`src/hdl/ldst_pkg.sv`:
```
package ldst_pkg;

	localparam int DATA_W = 32;
	localparam int STRB_W = DATA_W / 8;	// byte lanes per word
	localparam logic [DATA_W-1:0] SPR_RESET = 32'h0000_0400;

	localparam int MEM_WORDS = 256;
	localparam int MEM_AW = $clog2(MEM_WORDS);	// word index bits, addr[9:2]

	localparam logic [1:0] RESP_OKAY = 2'b00;

	// normal mode commands
	typedef enum logic [4:0] {
		LD8,
		LD16,
		LD32,
		ST8,
		ST16,
		ST32,
		PUSH,
		PPUSH,
		POP,
		LDD8,
		LDD16,
		LDD32,
		STD8,
		STD16,
		STD32
	} ldst_cmd_t;

	// system mode, unknown codes act as add
	typedef enum logic [4:0] {
		READ_SPR,
		WRITE_SPR,
		ADD_SPR
	} sys_cmd_t;

	typedef enum logic [1:0] {
		BYTE,
		HALF,
		WORD
	} order_t;

endpackage
```
`src/hdl/ldst_issue.sv`:
```
`timescale 1ns/1ps

module ldst_issue (
	input logic clock,
	input logic rst,
	input logic cmd_valid,
	output logic cmd_ready,
	input logic mem_en,
	input logic rw,
	input logic [ldst_pkg::DATA_W-1:0] addr,
	input logic [ldst_pkg::DATA_W-1:0] wdata,
	input logic [ldst_pkg::STRB_W-1:0] byte_mask,
	input logic [1:0] load_shift,
	input ldst_pkg::order_t order,
	input logic spr_valid,
	input logic [ldst_pkg::DATA_W-1:0] spr_next,
	input logic [ldst_pkg::DATA_W-1:0] direct_data,
	output logic done,
	output logic [ldst_pkg::DATA_W-1:0] result,
	output logic [ldst_pkg::DATA_W-1:0] spr,
	output logic awvalid,
	input logic awready,
	output logic [ldst_pkg::DATA_W-1:0] awaddr,
	output logic wvalid,
	input logic wready,
	output logic [ldst_pkg::DATA_W-1:0] wdata_out,
	output logic [ldst_pkg::STRB_W-1:0] wstrb,
	input logic bvalid,
	output logic bready,
	input logic [1:0] bresp,
	output logic arvalid,
	input logic arready,
	output logic [ldst_pkg::DATA_W-1:0] araddr,
	input logic rvalid,
	output logic rready,
	input logic [ldst_pkg::DATA_W-1:0] rdata,
	input logic [1:0] rresp
);
	import ldst_pkg::*;

	typedef enum logic [1:0] {
		ST_IDLE,
		ST_WRITE,
		ST_READ,
		ST_FINISH
	} state_t;

	state_t state;

	logic accept;
	logic req_spr_valid;
	logic [DATA_W-1:0] req_addr;
	logic [DATA_W-1:0] req_wdata;
	logic [STRB_W-1:0] req_mask;
	logic [1:0] req_shift;
	order_t req_order;
	logic [DATA_W-1:0] req_spr_next;

	// keep masked lanes, shift down, zero-extend to access size
	function automatic logic [DATA_W-1:0] align_load(input logic [DATA_W-1:0] word,
		input logic [STRB_W-1:0] mask, input logic [1:0] shift, input order_t size);
		logic [DATA_W-1:0] lanes;
		logic [DATA_W-1:0] shifted;
		for (int i = 0; i < STRB_W; i++)
		begin
			lanes[8*i +: 8] = mask[i] ? word[8*i +: 8] : 8'h00;
		end
		shifted = lanes >> {shift, 3'b000};
		case (size)
			BYTE:
				return {{(DATA_W-8){1'b0}}, shifted[7:0]};
			HALF:
				return {{(DATA_W-16){1'b0}}, shifted[15:0]};
			default:
				return shifted;
		endcase
	endfunction

	assign cmd_ready = (state == ST_IDLE);
	assign accept = cmd_valid && cmd_ready;
	assign done = (state == ST_FINISH);

	assign awaddr = req_addr;
	assign araddr = req_addr;
	assign wdata_out = req_wdata;
	assign wstrb = req_mask;
	assign bready = 1'b1;	// responses never stalled
	assign rready = 1'b1;

	always_ff @(posedge clock)
	begin
		if (accept)
		begin
			req_addr <= addr;
			req_wdata <= wdata;
			req_mask <= byte_mask;	// strobes for stores, lane mask for loads
			req_shift <= load_shift;
			req_order <= order;
			req_spr_next <= spr_next;
		end
	end

	always_ff @(posedge clock)
	begin
		if (rst)
		begin
			state <= ST_IDLE;
			awvalid <= 1'b0;
			wvalid <= 1'b0;
			arvalid <= 1'b0;
			req_spr_valid <= 1'b0;
			result <= '0;
			spr <= SPR_RESET;
		end
		else
		begin
			case (state)
				ST_IDLE:
				begin
					if (accept)
					begin
						req_spr_valid <= spr_valid;
						if (!mem_en)
						begin
							state <= ST_FINISH;	// no bus access
							result <= direct_data;
							if (spr_valid)
							begin
								spr <= spr_next;
							end
						end
						else if (rw)
						begin
							state <= ST_WRITE;
							awvalid <= 1'b1;
							wvalid <= 1'b1;
						end
						else
						begin
							state <= ST_READ;
							arvalid <= 1'b1;
						end
					end
				end
				ST_WRITE:
				begin
					if (awready)
					begin
						awvalid <= 1'b0;
					end
					if (wready)
					begin
						wvalid <= 1'b0;
					end
					if (bvalid)
					begin
						state <= ST_FINISH;
						result <= '0;
						if (req_spr_valid && bresp == RESP_OKAY)
						begin
							spr <= req_spr_next;	// push moves sp only on success
						end
					end
				end
				ST_READ:
				begin
					if (arready)
					begin
						arvalid <= 1'b0;
					end
					if (rvalid)
					begin
						state <= ST_FINISH;
						result <= (rresp == RESP_OKAY) ?
							align_load(rdata, req_mask, req_shift, req_order) : '0;
						if (req_spr_valid && rresp == RESP_OKAY)
						begin
							spr <= req_spr_next;
						end
					end
				end
				default:
				begin
					state <= ST_IDLE;
				end
			endcase
		end
	end

endmodule

```
`config.mk`:
```
export PLATFORM = sky130hd
export DESIGN_NAME = ldst_issue
export DESIGN_NICKNAME = d
export VERILOG_FILES = /design/src/hdl/ldst_pkg.sv /design/src/hdl/ldst_issue.sv
export SDC_FILE = /design/constraint.sdc
export NUM_CORES = 1
export LEC_CHECK = 0
export ABC_AREA = 1
export BUFFER_PORTS_ARGS = -buffer_cell sky130_fd_sc_hd__buf_2
export CAP_MARGIN = 10
export CORE_AREA = 2 2 136 138
export DETAILED_ROUTE_END_ITERATION = 8
export DIE_AREA = 0 0 138 140
export GPL_ROUTABILITY_DRIVEN = 0
export MAX_ROUTING_LAYER = met4
export PLACE_DENSITY = 0.83
export SLEW_MARGIN = 20
export SYNTH_ARGS = -nofsm -noshare
export SYNTH_HDL_FRONTEND = slang
export SYNTH_SLANG_ARGS = --single-unit
```
`constraint.sdc`:
```
create_clock -name clock -period 3.6 [get_ports clock]
set_input_delay 0.36 -clock clock [delete_from_list [all_inputs] [get_ports clock]]
set_output_delay 0.36 -clock clock [all_outputs]
set_load 0.02 [all_outputs]
```
==> results_tabular.tex <==
\begin{tabular}{lr}
\hline
Metric & Value \\
\hline
\multicolumn{2}{l}{\textbf{Status}} \\
Outcome & completed \\
\multicolumn{2}{l}{\textbf{Place}} \\
Number of port buffers & 351 \\
Placed cell count & 1414 \\
HPWL reported at the end of detailed placement & 16000 µm \\
Dpl ws & 1.16 ns \\
\multicolumn{2}{l}{\textbf{Power and ir drop}} \\
PwrDens & 817 nW/µm² \\
Worst-case vdd ir drop & 427 µV \\
Leak Pwr & 4.80 nW \\
\multicolumn{2}{l}{\textbf{Hold path}} \\
Hold WC Path Type & in -> reg \\
\multicolumn{2}{l}{\textbf{Timing}} \\
Slew of the pin with the lowest slew margin & 0.987 ns \\
Relative slew slack & 0.341 \\
Maximum frequency from static timing analysis & 0.408 GHz \\
Setup repair after global routing missed its margin & false \\
Min Tclk post-route & 2.45 ns \\
Max-slew violation total from the final report & 0 \\
Final period utilization & 0.681 \\
Post-route setup slack & 1.15 ns \\
Count of final setup violators & 0 \\
Post-route setup TNS & 0 ns \\
Worst clock skew & 0.0121 ns \\
Number of hold-slack violations in the final timing report & 0 \\
\multicolumn{2}{l}{\textbf{Final layout}} \\
Share of post-route cells with drive strength above 1 & 0.331 \\
Highest-count cells in the layout ignoring fill and taps & 351 x buf\_2, 216 x nand2\_1, 179 x nor2\_1, 114 x nand3\_1, 104 x edfxtp\_1 \\
Final-stage net count & 1391 \\
Filler-free cell count of the finished design & 1446 \\
Diode insertion count for antenna repair & 0 \\
Most frequent standard cell in the layout excluding fill and tap cells & buf\_2 \\
Area grow syn2layout & 27.3\% \\
\multicolumn{2}{l}{\textbf{CTS}} \\
PostCTS Resize Cnt & 0 \\
Clk\_lat worst skew & 0.43 ns \\
CTS Buf Count & 17 \\
Maximum buffer depth of the clock tree & 2 \\
Cell at the root of the clock tree & clkbuf\_16 \\
TritonCTS clock tree & built \\
CTS Sinks & 174 \\
Clk pin slew, worst setup/hold paths & 0.07 ns \\
\# Post-CTS Setup Buffers & 0 \\
Level count of the clock H-tree & 4 \\
Hold Buf Count CTS & 0 \\
\multicolumn{2}{l}{\textbf{Die}} \\
I/O pin total & 354 \\
Core outline area & 17800 µm² \\
Initial core utilization & 0.445 \\
Die extent in x & 138 µm \\
Die outline area & 19300 µm² \\
Vertical die dimension & 140 µm \\
Site row count & 49 \\
\multicolumn{2}{l}{\textbf{Detailed routing}} \\
Vias per Instance & 4.96 \\
Antenna Nets Post-Route & 0 \\
Via Count & 7169 \\
Detailed-route DRC error count & 0 \\
Post-detailed-route wirelength per cell & 15.4 µm \\
Aggregate routed wire length & 22200 µm \\
Number of violations reported at the end of detailed-routing iteration 0 & 741 \\
First-pass DRT Iterations & 6 \\
\multicolumn{2}{l}{\textbf{Global routing}} \\
GRT Total Usage & 0.226 \\
Number of antenna violations at the first check in global routing & 0 \\
Vias in the first global route & 6493 \\
Global-route wire length before repair & 33700 µm \\
Grt ovf & 0 \\
Largest net degree at the start of global routing & 59 \\
\multicolumn{2}{l}{\textbf{Synth}} \\
Leading cell types by total area after synthesis & edfxtp\_1 39\%, dfxtp\_1 18\%, nand2\_1 10\%, nor2\_1 8.5\%, nand3\_1 7.2\% \\
Post-synthesis sequential element count & 174 \\
Yosys synthesis warning count & 0 \\
Cell count after synthesis & 912 \\
Synth top area share & 0.394 \\
Biggest area consumer among synthesized cells & edfxtp\_1 \\
Post-Synthesis Cell Area & 7920 µm² \\
Fraction of the yosys area taken by sequential cells & 0.571 \\
Mean area per synthesized cell & 8.68 µm² \\
Post-synthesis cell type count & 26 \\
\multicolumn{2}{l}{\textbf{Setup path}} \\
Worst-path fanout max & 40 \\
Arrival time reported for the critical path endpoint & 2.81 ns \\
Critical Path Sink Type & flop \\
Worst path required time & 3.96 ns \\
Register-to-Register Setup Slack & 1.15 ns \\
CP startpoint kind & flop \\
Setup CP Type & reg -> reg \\
\multicolumn{2}{l}{\textbf{Run}} \\
Number of maximum-capacitance violations & 0 \\
\hline
\end{tabular}
==> per-layer routing <==
| layer | track usage | part of all wire |
|---|---|---|
| met1 | 0.282 | 0.40 |
| met2 | 0.357 | 0.48 |
| met3 | 0.0622 | 0.096 |
| met4 | 0.0795 | 0.020 |
| met5 | - | 0 |
==> metrics by stage <==
stage | power (W) | utilization | instance area [µm²] | hold slack, ns
after floorplan | 0.00559 | - | 7920 | 0.429
after global placement | 0.00629 | 0.533 | 9480 | 0.447
after detailed placement | 0.00639 | 0.533 | 9480 | 0.457
after CTS | 0.00828 | 0.567 | 10100 | 0.0794
after global routing | 0.00876 | 0.567 | 10100 | 0.0742
final | 0.00824 | 0.567 | 10100 | 0.0973
==> cell type report <==
type | instances | area (µm²)
Timing Repair Buffer | 357 | 1810
Tap cell | 229 | 287
Multi-Input combinational cell | 594 | 2630
Sequential cell | 174 | 4520
Inverter | 60 | 228
Fill cell | 1593 | 7700
Clock inverter | 12 | 145
Clock buffer | 20 | 458
==> sequential cells by signal (all words and copies together), names as in the netlist <==
signal	cells
req_order	2
awvalid	1
araddr	32
req_shift	2
arvalid	1
req_spr_next	32
wvalid	1
wdata_out	32
result	32
req_spr_valid	1
wstrb	4
state	2
spr	32
==> worst max-delay path, stage by stage, from the launching register on <==
cell and delay (ns):
dfxtp_1 0.38, inv_1 0.08, ha_1 0.31, nand2_2 0.15
nand2_2 0.08, nor2_4 0.56, nand2_4 0.44, nand2_1 0.17
nand2_1 0.07, nor2_1 0.13
==> logic make-up after synthesis <==
kind of cell    synth area share
simple gates               0.273
flops                      0.571
buf+inv                   0.0973
compound gates            0.0515
fa+ha+maj                0.00632
other cells             0.000474
==> final timing paths <==
check / startpoint / endpoint / cells past startpoint
min reg2reg: awvalid$_SDFFE_PP0P_ / awvalid$_SDFFE_PP0P_ / 2
max reg2reg: state[0]$_SDFFE_PP0P_ / result[21]$_SDFFE_PP0P_ / 9
max: state[0]$_SDFFE_PP0P_ / result[21]$_SDFFE_PP0P_ / 9
min: byte_mask[2] / wstrb[2]$_DFFE_PP_ / 1
==> where the power goes <==
part | switching [W] | internal (W)
registers | 0.000266 | 0.00272
clock network | 0.000859 | 0.00103
logic | 0.00232 | 0.00104
==> synth_stat cells (all sizes together) <==
cell type	number
nand3	116
o21ai	27
buf	73
edfxtp	104
nand2	220
a21oi	8
clkbuf	12
inv	60
conb	1
a21boi	31
or2	1
nor2	183
dfxtp	70
and2	2
ha	4
(Power assumes the default switching activity.)
